<file path="src/design/uart_pkg.sv">
package uart_pkg;

    // one character on the serial line, sent LSB first
    typedef logic [7:0] uart_char_t;

    // level of txd between frames and during the stop bit
    localparam logic line_idle = 1'b1;

    // transmitter phases
    // the testbench receive model reuses these names for its own phases
    typedef enum logic [1:0] {
        tx_idle,    // waiting for a character in the FIFO
        tx_start,   // start bit, line driven low
        tx_data,    // eight data bits
        tx_stop     // stop bit, line back at idle level
    } tx_state_e;

    // bits per character frame: start, eight data, stop
    localparam int frame_bits = 10;

endpackage

</file>
<file path="src/design/print_pkg.sv">
package print_pkg;

    // what the debug controller asks to print
    typedef enum logic {
        kind_byte,  // low byte sent as one raw character
        kind_word   // 32 bits as XXXX_XXXX in upper-case hex
    } print_kind_e;

    // request payload, held stable while req is high
    typedef struct packed {
        print_kind_e kind;
        logic [31:0] value;
    } print_req_t;

    // formatter sequencing
    typedef enum logic [1:0] {
        st_idle,    // watching for a rising edge on req
        st_byte,    // one raw character to push
        st_word,    // nine hex characters to push
        st_done     // ack cycle
    } fmt_state_e;

    // one character travelling from the formatter into the FIFO
    typedef struct packed {
        logic                 valid;
        uart_pkg::uart_char_t data;
    } char_beat_t;

    // character positions of a word print
    localparam int word_chars = 9;
    localparam int underscore_idx = 4;

    // ascii codes used by the formatter
    localparam logic [7:0] ascii_zero = 8'h30;
    localparam logic [7:0] ascii_underscore = 8'h5f;
    // 'A' minus ten, so nibble 10 lands on 'A'
    localparam logic [7:0] ascii_alpha_base = 8'h37;

endpackage

</file>
<file path="src/design/hex_print_formatter.sv">
`timescale 1ns/10ps

module hex_print_formatter #(
    parameter int fifo_depth = 8
) (
    input  logic                  clk,
    input  logic                  rst,
    input  logic                  req,
    input  print_pkg::print_req_t req_data,
    input  logic                  credit_ret,
    output print_pkg::char_beat_t push_beat,
    output logic                  ack
);
    import print_pkg::*;
    import uart_pkg::*;

    localparam int cred_w = $clog2(fifo_depth + 1);
    localparam logic [3:0] last_idx = 4'(word_chars - 1);

    fmt_state_e        state;
    print_req_t        req_q;       // captured request
    logic              req_d;       // req delayed by one clock
    logic              req_rise;
    logic [3:0]        char_idx;    // position within a word print
    logic [cred_w-1:0] credits;     // free FIFO entries as seen from here
    logic              can_push;
    logic [2:0]        nib_sel;
    logic [3:0]        nibble;
    uart_char_t        word_char;

    function automatic uart_char_t hex_ascii(input logic [3:0] nib);
        uart_char_t c;
        if (nib < 4'd10) begin
            c = ascii_zero + 8'(nib);
        end else begin
            c = ascii_alpha_base + 8'(nib);
        end
        return c;
    endfunction

    assign req_rise = req && !req_d;

    // digits 0..3 cover bits 31:16, digits 5..8 cover bits 15:0
    always_comb begin
        if (char_idx < 4'(underscore_idx)) begin
            nib_sel = 3'(4'd7 - char_idx);
        end else begin
            nib_sel = 3'(4'd8 - char_idx);
        end
        nibble = req_q.value[nib_sel*4 +: 4];
        if (char_idx == 4'(underscore_idx)) begin
            word_char = ascii_underscore;
        end else begin
            word_char = hex_ascii(nibble);
        end
    end

    // a character goes out only while the FIFO is known to have room
    assign can_push = ((state == st_byte) || (state == st_word)) && (credits != '0);

    always_comb begin
        push_beat.valid = can_push;
        push_beat.data  = (state == st_byte) ? req_q.value[7:0] : word_char;
    end

    assign ack = (state == st_done);

    always_ff @(posedge clk or posedge rst) begin
        if (rst) begin
            req_d <= 1'b0;
        end else begin
            req_d <= req;   // tracked in every state so a held req never retriggers
        end
    end

    always_ff @(posedge clk) begin
        if (state == st_idle && req_rise) begin
            req_q <= req_data;
        end
    end

    always_ff @(posedge clk or posedge rst) begin
        if (rst) begin
            state    <= st_idle;
            char_idx <= '0;
        end else begin
            case (state)
                st_idle: begin
                    char_idx <= '0;
                    if (req_rise) begin
                        state <= (req_data.kind == kind_word) ? st_word : st_byte;
                    end
                end
                st_byte: begin
                    if (can_push) begin
                        state <= st_done;
                    end
                end
                st_word: begin
                    if (can_push) begin
                        if (char_idx == last_idx) begin
                            state <= st_done;
                        end else begin
                            char_idx <= char_idx + 4'd1;
                        end
                    end
                end
                default: begin
                    state <= st_idle;   // st_done lasts one cycle
                end
            endcase
        end
    end

    // spend one per push, regain one per pop downstream
    always_ff @(posedge clk or posedge rst) begin
        if (rst) begin
            credits <= cred_w'(fifo_depth);
        end else begin
            case ({can_push, credit_ret})
                2'b10:   credits <= credits - 1'b1;
                2'b01:   credits <= credits + 1'b1;
                default: credits <= credits;
            endcase
        end
    end

    // more returns than pushes means the FIFO popped something never sent
    a_credit_max: assert property (@(posedge clk) disable iff (rst)
        credits <= cred_w'(fifo_depth))
        else $error("formatter credits above fifo_depth");

    // a push at zero credits would wrap the counter instead of holding it
    a_no_push_without_credit: assert property (@(posedge clk) disable iff (rst)
        (credits == '0) |=> (credits <= cred_w'(1)))
        else $error("formatter pushed with zero credits");

endmodule

</file>
<file path="src/design/char_fifo.sv">
`timescale 1ns/10ps

module char_fifo #(
    parameter int fifo_depth = 8
) (
    input  logic                  clk,
    input  logic                  rst,
    input  print_pkg::char_beat_t push_beat,
    input  logic                  pop,
    output uart_pkg::uart_char_t  rd_char,
    output logic                  nonempty,
    output logic                  credit_ret
);
    import uart_pkg::*;

    localparam int ptr_w = (fifo_depth > 1) ? $clog2(fifo_depth) : 1;
    localparam int cnt_w = $clog2(fifo_depth + 1);
    localparam logic [ptr_w-1:0] last_ptr = ptr_w'(fifo_depth - 1);

    uart_char_t       mem [fifo_depth];
    logic [ptr_w-1:0] wr_ptr;
    logic [ptr_w-1:0] rd_ptr;
    logic [cnt_w-1:0] count;    // occupied entries
    logic             do_push;
    logic             do_pop;

    // pushes are never refused; the formatter's credits keep this safe
    assign do_push = push_beat.valid;
    assign do_pop  = pop && nonempty;

    assign nonempty   = (count != '0);
    assign rd_char    = mem[rd_ptr];    // head entry, taken in the pop cycle
    assign credit_ret = do_pop;         // each released entry frees one credit

    always_ff @(posedge clk) begin
        if (do_push) begin
            mem[wr_ptr] <= push_beat.data;
        end
    end

    always_ff @(posedge clk or posedge rst) begin
        if (rst) begin
            wr_ptr <= '0;
            rd_ptr <= '0;
            count  <= '0;
        end else begin
            if (do_push) begin
                wr_ptr <= (wr_ptr == last_ptr) ? '0 : wr_ptr + 1'b1;
            end
            if (do_pop) begin
                rd_ptr <= (rd_ptr == last_ptr) ? '0 : rd_ptr + 1'b1;
            end
            case ({do_push, do_pop})
                2'b10:   count <= count + 1'b1;
                2'b01:   count <= count - 1'b1;
                default: count <= count;
            endcase
        end
    end

    // a push into a full buffer would mean the credit loop lost track
    a_no_overflow: assert property (@(posedge clk) disable iff (rst)
        push_beat.valid |-> (count < cnt_w'(fifo_depth)))
        else $error("char_fifo push while full");

    a_no_underflow: assert property (@(posedge clk) disable iff (rst)
        pop |-> (count != '0))
        else $error("char_fifo pop while empty");

endmodule

</file>
<file path="src/design/uart_tx.sv">
`timescale 1ns/10ps

module uart_tx #(
    parameter int clks_per_bit = 4
) (
    input  logic                 clk,
    input  logic                 rst,
    input  uart_pkg::uart_char_t rd_char,
    input  logic                 nonempty,
    output logic                 pop,
    output logic                 txd,
    output logic                 busy
);
    import uart_pkg::*;

    localparam int cnt_w = (clks_per_bit > 1) ? $clog2(clks_per_bit) : 1;
    localparam logic [cnt_w-1:0] cnt_last = cnt_w'(clks_per_bit - 1);

    tx_state_e        state;
    logic [cnt_w-1:0] bit_cnt;   // cycles into the current bit
    logic [2:0]       bit_idx;   // data bit being sent
    uart_char_t       shift;     // remaining data bits, LSB next
    logic             bit_end;
    logic             shift_step;

    assign bit_end = (bit_cnt == cnt_last);
    assign pop     = (state == tx_idle) && nonempty;
    assign busy    = (state != tx_idle) || nonempty;

    // move the next data bit toward the line at the end of start or a data bit
    assign shift_step = bit_end &&
                        ((state == tx_start) || (state == tx_data && bit_idx != 3'd7));

    always_ff @(posedge clk) begin
        if (pop) begin
            shift <= rd_char;
        end else if (shift_step) begin
            shift <= shift >> 1;
        end
    end

    always_ff @(posedge clk or posedge rst) begin
        if (rst) begin
            state   <= tx_idle;
            bit_cnt <= '0;
            bit_idx <= '0;
            txd     <= line_idle;
        end else begin
            bit_cnt <= (state == tx_idle || bit_end) ? '0 : bit_cnt + 1'b1;
            case (state)
                tx_idle: begin
                    if (nonempty) begin
                        state <= tx_start;
                        txd   <= 1'b0;      // start bit from the cycle after pop
                    end
                end
                tx_start: begin
                    if (bit_end) begin
                        state   <= tx_data;
                        bit_idx <= '0;
                        txd     <= shift[0];
                    end
                end
                tx_data: begin
                    if (bit_end) begin
                        if (bit_idx == 3'd7) begin
                            state <= tx_stop;
                            txd   <= line_idle;
                        end else begin
                            bit_idx <= bit_idx + 3'd1;
                            txd     <= shift[0];    // already shifted down past the bit on the line
                        end
                    end
                end
                default: begin
                    if (bit_end) begin
                        state <= tx_idle;   // ready to pop in the next cycle
                    end
                end
            endcase
        end
    end

    // the line must rest high between frames
    a_idle_line: assert property (@(posedge clk) disable iff (rst)
        (state == tx_idle) |-> (txd == line_idle))
        else $error("uart_tx line not idle while state is tx_idle");

endmodule

</file>
<file path="src/design/print_uart_top.sv">
`timescale 1ns/10ps

module print_uart_top #(
    parameter int fifo_depth   = 8,
    parameter int clks_per_bit = 4
) (
    input  logic                  clk,
    input  logic                  rst,
    input  logic                  req,
    input  print_pkg::print_req_t req_data,
    output logic                  ack,
    output logic                  txd,
    output logic                  busy
);
    import print_pkg::*;
    import uart_pkg::*;

    char_beat_t push_beat;     // formatter to FIFO
    logic       credit_ret;    // FIFO back to formatter
    uart_char_t rd_char;
    logic       nonempty;
    logic       pop;

    hex_print_formatter #(
        .fifo_depth (fifo_depth)
    ) hex_print_formatter_inst (
        .clk        (clk),
        .rst        (rst),
        .req        (req),
        .req_data   (req_data),
        .credit_ret (credit_ret),
        .push_beat  (push_beat),
        .ack        (ack)
    );

    char_fifo #(
        .fifo_depth (fifo_depth)
    ) char_fifo_inst (
        .clk        (clk),
        .rst        (rst),
        .push_beat  (push_beat),
        .pop        (pop),
        .rd_char    (rd_char),
        .nonempty   (nonempty),
        .credit_ret (credit_ret)
    );

    uart_tx #(
        .clks_per_bit (clks_per_bit)
    ) uart_tx_inst (
        .clk      (clk),
        .rst      (rst),
        .rd_char  (rd_char),
        .nonempty (nonempty),
        .pop      (pop),
        .txd      (txd),
        .busy     (busy)
    );

endmodule

</file>
<file path="config.mk">
export PLATFORM = sky130hd
export DESIGN_NAME = print_uart_top
export DESIGN_NICKNAME = d
export VERILOG_FILES = /design/src/design/uart_pkg.sv /design/src/design/print_pkg.sv /design/src/design/hex_print_formatter.sv /design/src/design/char_fifo.sv /design/src/design/uart_tx.sv /design/src/design/print_uart_top.sv
export SDC_FILE = /design/constraint.sdc
export NUM_CORES = 1
export LEC_CHECK = 0
export BUFFER_PORTS_ARGS = -buffer_cell sky130_fd_sc_hd__buf_2
export CAP_MARGIN = 10
export CORE_ASPECT_RATIO = 1.75
export CORE_UTILIZATION = 38
export DETAILED_ROUTE_END_ITERATION = 8
export RECOVER_POWER = 50
export SYNTH_ARGS = -nofsm -noshare
export SYNTH_HDL_FRONTEND = slang
export SYNTH_SLANG_ARGS = --single-unit
</file>
<file path="constraint.sdc">
create_clock -name clk -period 4.76 [get_ports clk]
set_input_delay 0.476 -clock clk [delete_from_list [all_inputs] [get_ports clk]]
set_output_delay 0.476 -clock clk [all_outputs]
set_load 0.03 [all_outputs]
</file>
==> results.cfg, run 1 <==
[critical_path]
worstSetupPathDepth = 11
crit_path_start_kind = flip-flop
cp.arrival_ns = 4.03
cpPeakStageDelay_ns = 0.68
crit_chain = inv_1 > ha_1 > inv_1 > o211ai_1 > nand2_1 > o32a_1 > mux2i_1 > ha_1 > a21oi_1 > o21ai_0 > a2bb2oi_1
r2r_slack_ns = 0.85
cp-startpoint = hex_print_formatter_inst.char_idx[0]
cp.required_ns = 4.89
end_kind = flip-flop
crit_slowest_cell = dfrtp_1
cp_max_fo = 18
crit_end = char_fifo_inst.mem[6][4]
r2r_end = char_fifo_inst.mem[6][4]
worstSetupPathType = flip-flop to flip-flop
r2r_cells = 11
reg2reg_from = hex_print_formatter_inst.char_idx[0]
cp.buffers_inverters = 2
crit_family = compound AO/OA/AOI/OAI gates

[clocking]
cts_tree = done
cts_resized = 0
clock-sinks = 133
cts_hold_buffers = 0
postCtsSetupBuffers = 0
root_buffer = clkbuf_16
numCtsBuffers = 17
cts_buffer_depth = 2
clkLatencyLatePin_ns = 0.41
clkTransAtPathRegs_ns = 0.06
htreeDepth = 4

[place]
dpl.hpwl_um = 8460
port_buffers = 38
placed_area_mm2 = 0.00656
place_congestion = 0.932
dp_cells = 650

[global_routing]
grt_pass1_wl_um = 19300
grt_pass1_vias = 3948
track_usage = 0.153
grt_max_degree = 33
grt-ovfl-total = 0
antenna_found_initial = 0

[synthesis]
ys_types = 56
synthFlopType = edfxtp_1
netlist_area_mm2 = 0.00616
synth_seq_cells = 133
syn_nets = 501
syn_inst = 440
synth_top_area_cell = edfxtp_1
synth-edff-count = 104
synth_warnings = 0
synth.area.top_cells = edfxtp_1 (51%), dfrtp_1 (11%), mux4_2 (6.6%)
async_flop_share = 0.218
seq_area_frac_synth = 0.625
synth_top_area_share = 0.507
syn_area_per_cell_um2 = 14.0

[floorplanning]
start_util = 0.388
die_y_um = 170
dieArea_mm2 = 0.0167
die_w_um = 98.3
rows = 61
ios = 39
coreArea_mm2 = 0.0159

[status]
status = finished, violations left
violations = capacitance limit, slew limit

[layout]
area_growth_pct = 15.8
nFillCells = 1469
drive_above_1_share = 0.204
final_area_mm2 = 0.00714
stdcell_count = 683
num-nets-final = 542
regArea_mm2 = 0.00385
multi_input_area_mm2 = 0.00215
mostFrequentLayoutCell = edfxtp_1
layout_common_cells = edfxtp_1 (104), nand2_1 (42), o21ai_0 (37)
antenna_cells = 0

[timing]
max_clock_freq_ghz = 0.256
finalCritPeriodShare = 0.820
finalHoldViolCount = 0
finClkSkew_ns = 0.00721
period_minus_slack_ns = 3.91
setup_viol_count_final = 0
tns_ns = 0
tightest_slew_ns = 1.57
slew_headroom = -0.0490
slew_viol_final = 63
rsz0062_at_grt = false

[route]
via_count = 3678
first_iter_violations = 204
viasPerCell = 5.39
drc = 0
drtAntennaViolNets = 0
drt-total-wl_um = 11700
wl_per_cell_um = 17.1
drtPass1Iterations = 4

[power]
power_density_mw_per_mm2 = 415
vdd_drop_max_uv = 255
p_leak_nw = 2.69

[min_path]
hp-start = req
hp-class = input port to flip-flop

[run]
cap_violations = 2
-- how the worst min path moves through the flow --
stage | slack (ns) | cells past startpoint | end
6_report | 0.19 | 1 | hex_print_formatter_inst.req_d
5_1_grt | 0.18 | 1 | hex_print_formatter_inst.req_d
4_1_cts | 0.13 | 3 | uart_tx_inst.bit_idx[0]
3_5_place_dp | 0.43 | 1 | uart_tx_inst.bit_cnt[0]
3_3_place_gp | 0.42 | 1 | uart_tx_inst.bit_cnt[0]
2_1_floorplan | 0.41 | 1 | uart_tx_inst.bit_cnt[0]
-- metal layers --
layer  up-vias  part of all wire  track usage
met1      1799              0.35        0.144
met2       100              0.58        0.296
li1       1747                 -            -
met5         -                 0            0
met4         0             0.040       0.0941
met3        32             0.025       0.0304
-- area by class of cell --
class,instances,share of cell area
clock buffer,17,0.0596
inverter,24,0.0126
timing repair buffer,44,0.0328
tap,189,0.0331
sequential,133,0.540
multi-input combinational,261,0.301
clock inverter,15,0.0217
-- worst reg2reg max path: cells and delay by family (launching register included) --
| family | cells | cell delay, ns |
|---|---|---|
| AOI/OAI and AO/OA | 5 | 1.29 |
| adders and majority gates | 2 | 0.81 |
| DFF | 1 | 0.68 |
| buffers and inverters | 2 | 0.51 |
| muxes | 1 | 0.24 |
| and+or+nand+nor | 1 | 0.09 |
-- synth_stat cells, types with 3 or more instances --
library cell  instances
nor2b_1               5
nor3_1                7
nor2_1               15
mux4_2               18
inv_1                24
a2bb2oi_1             5
a22o_1                3
nand2_1              42
xnor2_1               7
mux2i_1              12
o31ai_1               3
nand2b_1              5
o21ai_0              37
clkbuf_1             16
a21o_1                4
buf_2                 4
xor2_1                4
ha_1                 23
nand3_1               3
edfxtp_1            104
mux2_2                3
o211ai_1             15
a21oi_1              11
dfrtp_1              27
-- stage by stage --
stage	hold slack (ns)	utilization	power (mW)	worst slack [ns]
after floorplan	0.408	-	1.62	1.22
after global placement	0.420	0.413	1.71	1.21
after detailed placement	0.432	0.413	1.72	0.920
after CTS	0.133	0.450	2.99	0.876
after global routing	0.179	0.450	3.08	0.498
final	0.190	0.450	2.96	0.855
-- registers in the layout, indices dropped and copies added (netlist names) --
| signal | cells |
|---|---|
| uart_tx_inst.txd | 1 |
| hex_print_formatter_inst.req_q | 32 |
| hex_print_formatter_inst.char_idx | 4 |
| char_fifo_inst.count | 4 |
| uart_tx_inst.bit_cnt | 2 |
| hex_print_formatter_inst.state | 2 |
| uart_tx_inst.state | 2 |
| uart_tx_inst.bit_idx | 3 |
| char_fifo_inst.mem | 64 |
| hex_print_formatter_inst.credits | 4 |
| char_fifo_inst.rd_ptr | 3 |
| char_fifo_inst.wr_ptr | 3 |
| uart_tx_inst.shift | 8 |
| hex_print_formatter_inst.req_d | 1 |
-- where the power goes --
part,switching (mW),internal [mW],leakage [nW]
clock,0.501,0.772,0.271
sequential,0.0235,1.38,1.31
combinational,0.196,0.0894,1.10
-- logic make-up (layout without fill, tap and decap cells) --
| family | Yosys count | after routing | share of synthesized area |
|---|---|---|---|
| DFF | 133 | 133 | 0.625 |
| and+or+nand+nor | 96 | 96 | 0.0765 |
| AOI/OAI and AO/OA | 94 | 94 | 0.100 |
| buffers and inverters | 46 | 100 | 0.0301 |
| muxes | 35 | 35 | 0.0993 |
| adders and majority gates | 25 | 25 | 0.0532 |
| xor gates and xnor gates | 11 | 11 | 0.0156 |
(Power assumes the default switching activity.)
==> run 2, diff against run 1 <==
Settings changed: ABC_AREA set to 1.
Clock period 4.76 ns to 3.5 ns, I/O delays scaled along.
==> run 2 against run 1 <==
Against the previous run: the flow finishes with violations (DRC, capacitance limit, slew limit); clock power rose by 37%; cell area fell by 0.51%; maximum frequency rose by 34%; sequential power rose by 39%; first-iteration DRC count rose by 2.9%; synthesized cell count rose by 28%; critical endpoint is now hex_print_formatter_inst.credits[3].
==> results.cfg, run 2 <==
[floorplanning]
die_y_um = 170
rows = 61
coreArea_mm2 = 0.0158
ios = 39
die_w_um = 98.0
dieArea_mm2 = 0.0166
start_util = 0.388

[layout]
mostFrequentLayoutCell = edfxtp_1
layout_common_cells = edfxtp_1 (104), nand2_1 (84), inv_1 (67)
largest-register = char_fifo_inst.mem
stdcell_count = 813
nFillCells = 1427
antenna_cells = 0
num-nets-final = 672
final_core_util = 0.450
area_growth_pct = 16.0
top_regs = char_fifo_inst.mem x64, hex_print_formatter_inst.req_q x32, uart_tx_inst.shift x8
largest_register_ff_count = 64
drive_above_1_share = 0.151

[power]
p_clk_frac = 0.405
power_density_mw_per_mm2 = 604
vdd_drop_max_uv = 317
net-switching-power_mw = 1.15
combPwrFrac = 0.142
p_leak_nw = 2.88
intPower_mw = 3.15
power_frac_seq = 0.453
total_power_mw = 4.29
switching_share = 0.267

[synthesis]
synth.area.top_cells = edfxtp_1 (51%), dfrtp_1 (11%), nand2_1 (5.1%)
synth_top_area_share = 0.510
netlist_area_mm2 = 0.00612
seq_area_frac_synth = 0.629
syn_area_per_cell_um2 = 10.9
syn_nets = 623
ys_types = 39
syn_inst = 562
yosys-top-cells-count = edfxtp_1 (104), nand2_1 (84), inv_1 (67)
synth-edff-count = 104
synthFlopType = edfxtp_1
synth_seq_cells = 133
synth_most_common_cell = edfxtp_1
synth_top_area_cell = edfxtp_1
synth_warnings = 0
async_flop_share = 0.218

[global_routing]
grt_max_degree = 34
grtUsageMet1 = 0.144
met3_usage = 0.0390
track_usage = 0.157
use_met2 = 0.306
gr-max-usage-layer = met2
grt_pass1_vias = 4256
grt-ovfl-total = 0
antenna_found_initial = 0
grt_pass1_wl_um = 19900

[critical_path]
crit_path_start_kind = flip-flop
end_kind = flip-flop
cp_max_fo = 15
cp.arrival_ns = 3.25
cp.required_ns = 3.84
worstSetupPathType = flip-flop to flip-flop
r2r_end = hex_print_formatter_inst.credits[3]
cp-startpoint = uart_tx_inst.state[0]
reg2reg_from = uart_tx_inst.state[0]
r2r_slack_ns = 0.59
r2r_cells = 12

[timing]
tns_ns = 0
max_clock_freq_ghz = 0.344
rsz0062_at_grt = false
finClkSkew_ns = 0.00734
tightest_slew_ns = 1.60
slew_headroom = -0.0679
setup_ws_ns = 0.592
setup_viol_count_final = 0
finalHoldViolCount = 0
slew_viol_final = 33
period_minus_slack_ns = 2.91
finalCritPeriodShare = 0.831

[route]
drtPass1Iterations = 6
drc = 1
drt-total-wl_um = 11700
via_count = 4058
drtAntennaViolNets = 0
viasPerCell = 4.99
wl_per_cell_um = 14.4
first_iter_violations = 210

[clocking]
clkLatencyLatePin_ns = 0.41
postCtsSetupBuffers = 0
htreeDepth = 4
clock-sinks = 133
clkTransAtPathRegs_ns = 0.06
cts_buffer_depth = 2
cts_tree = done
numCtsBuffers = 17
root_buffer = clkbuf_16

[min_path]
hp-start = req
min_to = hex_print_formatter_inst.req_d
hp-class = input port to flip-flop
min_path_cells = 1

[status]
violations = DRC, capacitance limit, slew limit
status = finished, violations left

[place]
place_ws_ns = 0.294
place_congestion = 0.754
port_buffers = 38
dpl.hpwl_um = 8540
dp_cells = 779

[run]
cap_violations = 1
-- run 2: cell types whose count changed in the layout (fill, tap and decap cells not counted), moves of 12 or more --
cell     before  now
mux4_2       18    0
inv_1        24   67
nor2_1       15   64
o21ai_0      37   55
mux2i_1      12    0
nand2_1      42   84
nand3_1       3   33
-- run 2: kinds of logic after synthesis --
kind of cell / Yosys count / share of synthesized area
AOI/OAI and AO/OA: 108 / 0.106
xor gates and xnor gates: 6 / 0.00858
adders and majority gates: 25 / 0.0535
buffers and inverters: 84 / 0.0539
DFF: 133 / 0.629
and+or+nand+nor: 206 / 0.149
-- run 2: repair_timing --
item / CTS / global route
hold buffers: 0 / 1
resized for setup: 0 / 1
hold endpoints to repair: 0 / 6
endpoints found under the setup margin: 0 / 1
-- run 2: worst max-delay path by stage --
stage,endpoint,slack (ns),cells past startpoint
global route,hex_print_formatter_inst.credits[3],0.27,12
floorplan,hex_print_formatter_inst.req_q[0],0.07,4
detailed placement,hex_print_formatter_inst.credits[3],0.29,12
global placement,hex_print_formatter_inst.credits[3],0.43,12
finish,hex_print_formatter_inst.credits[3],0.59,12
CTS,hex_print_formatter_inst.credits[3],0.29,12
-- run 2: power by group through the flow --
stage / Sequential [mW] / Combinational [mW] / Clock (mW)
global placement: 1.97 / 0.590 / 0
global route: 1.95 / 0.706 / 1.84
CTS: 1.94 / 0.619 / 1.76
detailed placement: 1.97 / 0.617 / 0
finish: 1.94 / 0.611 / 1.74
floorplan: 1.97 / 0.463 / 0
-- run 2: critical path, stage by stage (launching register included) --
cell     delay [ns]
dfrtp_1        0.40
inv_1          0.10
ha_1           0.20
inv_1          0.14
nor2_2         0.51
ha_1           0.35
inv_1          0.16
ha_1           0.29
a21o_1         0.18
a21oi_1        0.16
nor2_1         0.06
nor2_1         0.13
xor2_1         0.16
-- run 2: per-stage QoR --
step	hold slack, ns	area (µm²)
5_1_grt	0.0451	7100
2_1_floorplan	0.381	6120
3_5_place_dp	0.433	6520
3_3_place_gp	0.423	6520
4_1_cts	0.0494	7100
6_report	0.0602	7100
-- run 2: per-layer routing --
metal	wire length [µm]	vias to the layer above
li1	-	2043
met1	4100	1907
met2	6880	80
met3	331	28
met4	361	0
met5	0	-
-- run 2: area by class of cell --
cell class / count / area [µm²] / share of cell area
timing repair buffer: 44 / 223 / 0.0314
inverter: 70 / 263 / 0.0370
multi-input combinational: 345 / 1940 / 0.274
sequential: 133 / 3850 / 0.542
tap: 189 / 236 / 0.0333
clock buffer: 18 / 429 / 0.0604
clock inverter: 14 / 155 / 0.0218
==> run 3, diff against run 2 <==
Settings changed: ABC_AREA 1 to 0.
Clock period 3.5 ns to 3 ns, I/O delays scaled along.
==> run 3 against run 2 <==
Against the previous run: via count down 7.2%; the flow finishes with violations (hold timing); critical path depth down 4; largest power group unchanged; critical path type unchanged; combinational power down 15%.
==> results.cfg, run 3 (synthesis results as in run 1) <==
[timing]
holdWs_ns = -0.0824
tightest_slew_ns = 0.909
finalHoldViolCount = 12
setup_viol_count_final = 0
finalCritPeriodShare = 0.929
slew_headroom = 0.394
rsz0062_at_grt = false
max_clock_freq_ghz = 0.359
slew_viol_final = 0
tns_ns = 0
finClkSkew_ns = 0.00786
period_minus_slack_ns = 2.79

[critical_path]
cp.required_ns = 3.10
cp.arrival_ns = 2.88
worstSetupPathType = flip-flop to flip-flop
crit_path_start_kind = flip-flop
r2r_end = char_fifo_inst.mem[7][6]
crit_slowest_cell = mux4_2
cp_max_fo = 8
cpPeakStageDelay_ns = 0.52
cp.buffers_inverters = 0
r2r_slack_ns = 0.21
crit_chain = or3_4 > nand2_1 > mux4_2 > mux2i_1 > ha_1 > a21oi_1 > o21ai_2 > a21oi_2
end_kind = flip-flop
reg2reg_from = hex_print_formatter_inst.char_idx[2]
crit_family = multiplexers
r2r_cells = 8

[route]
drtAntennaViolNets = 0
drc = 0
drtPass1Iterations = 4
viasPerCell = 5.32
via_count = 3767
wl_per_cell_um = 17.4
drt-total-wl_um = 12300
first_iter_violations = 169

[power]
vdd_drop_max_uv = 485
total_power_mw = 4.84
intPower_mw = 3.68
p_clk_frac = 0.433
power_density_mw_per_mm2 = 661
combPwrFrac = 0.107
p_leak_nw = 2.83
switching_share = 0.241
power_frac_seq = 0.460
net-switching-power_mw = 1.17

[place]
placed_area_mm2 = 0.00674
place_congestion = 0.967
port_buffers = 38
dpl.hpwl_um = 9060

[layout]
final_area_mm2 = 0.00733
final_core_util = 0.462
antenna_cells = 0
num-nets-final = 567
mostFrequentLayoutCell = edfxtp_1
largest-register = char_fifo_inst.mem
layout_common_cells = edfxtp_1 (104), nand2_1 (42), buf_2 (35)
drive_above_1_share = 0.245
largest_register_ff_count = 64
top_regs = char_fifo_inst.mem x64, hex_print_formatter_inst.req_q x32, uart_tx_inst.shift x8
area_growth_pct = 19.0

[clocking]
htreeDepth = 4
clkLatencyLatePin_ns = 0.41
numCtsBuffers = 17
clkTransAtPathRegs_ns = 0.06
cts_buffer_depth = 2
cts_hold_buffers = 0
clock-sinks = 133
root_buffer = clkbuf_16
cts_tree = done

[floorplanning]
dieArea_mm2 = 0.0167
coreArea_mm2 = 0.0159
die_w_um = 98.3
rows = 61
die_y_um = 170
ios = 39
start_util = 0.388

[global_routing]
antenna_found_initial = 0
track_usage = 0.163
grt_pass1_vias = 4040
grt_pass1_wl_um = 20400
grt-ovfl-total = 0
grt_max_degree = 33

[min_path]
hp-class = input port to async pin

[status]
status = finished, violations left
violations = hold timing

[run]
cap_violations = 0
run 3: worst max-delay path by stage:
| stage | slack (ns) | cells past startpoint | endpoint | start |
|---|---|---|---|---|
| 2_1_floorplan | 0.02 | 13 | char_fifo_inst.mem[0][1] | hex_print_formatter_inst.char_idx[0] |
| 3_3_place_gp | 0.07 | 7 | char_fifo_inst.mem[6][5] | hex_print_formatter_inst.char_idx[0] |
| 5_1_grt | 0.05 | 8 | char_fifo_inst.mem[7][6] | hex_print_formatter_inst.char_idx[0] |
| 6_report | 0.21 | 8 | char_fifo_inst.mem[7][6] | hex_print_formatter_inst.char_idx[2] |
| 3_5_place_dp | -0.06 | 7 | char_fifo_inst.mem[5][5] | hex_print_formatter_inst.char_idx[0] |
| 4_1_cts | 0.05 | 12 | char_fifo_inst.mem[5][6] | hex_print_formatter_inst.char_idx[0] |
run 3: metrics by stage:
stage | setup slack (ns) | hold WS (ns) | std cells
5_1_grt | 0.0476 | -0.0403 | 708
3_3_place_gp | 0.0747 | 0.420 | 675
6_report | 0.214 | -0.0824 | 708
2_1_floorplan | 0.0221 | 0.331 | 440
4_1_cts | 0.0521 | 0.00509 | 707
3_5_place_dp | -0.0595 | 0.436 | 675
run 3: area by class of cell:
type / instances / area (µm²)
clock buffers: 17 / 425
clock inverters: 15 / 179
fillers: 1431 / 8540
inverters: 24 / 90.1
multi-input cells: 261 / 2150
flip-flops and latches: 133 / 3850
well taps: 189 / 236
repair buffers: 69 / 398
run 3: power groups by stage:
stage	sequential [mW]	clock [mW]	combinational (mW)
global placement	2.26	0	0.491
global route	2.23	2.21	0.585
floorplan	2.25	0	0.325
CTS	2.23	2.14	0.523
detailed placement	2.26	0	0.519
finish	2.23	2.10	0.519
run 3: repair_timing:
| action | CTS | global route |
|---|---|---|
| buffers inserted | 0 | 0 |
| resized for setup | 1 | 6 |
| setup endpoints to repair | 8 | 24 |
run 3: per-layer routing:
| layer | wire length, µm | track usage | vias to the layer above |
|---|---|---|---|
| li1 | - | - | 1799 |
| met1 | 4290 | 0.157 | 1840 |
| met2 | 7220 | 0.316 | 91 |
| met3 | 278 | 0.0292 | 37 |
| met4 | 517 | 0.0980 | 0 |
| met5 | 0 | 0 | - |
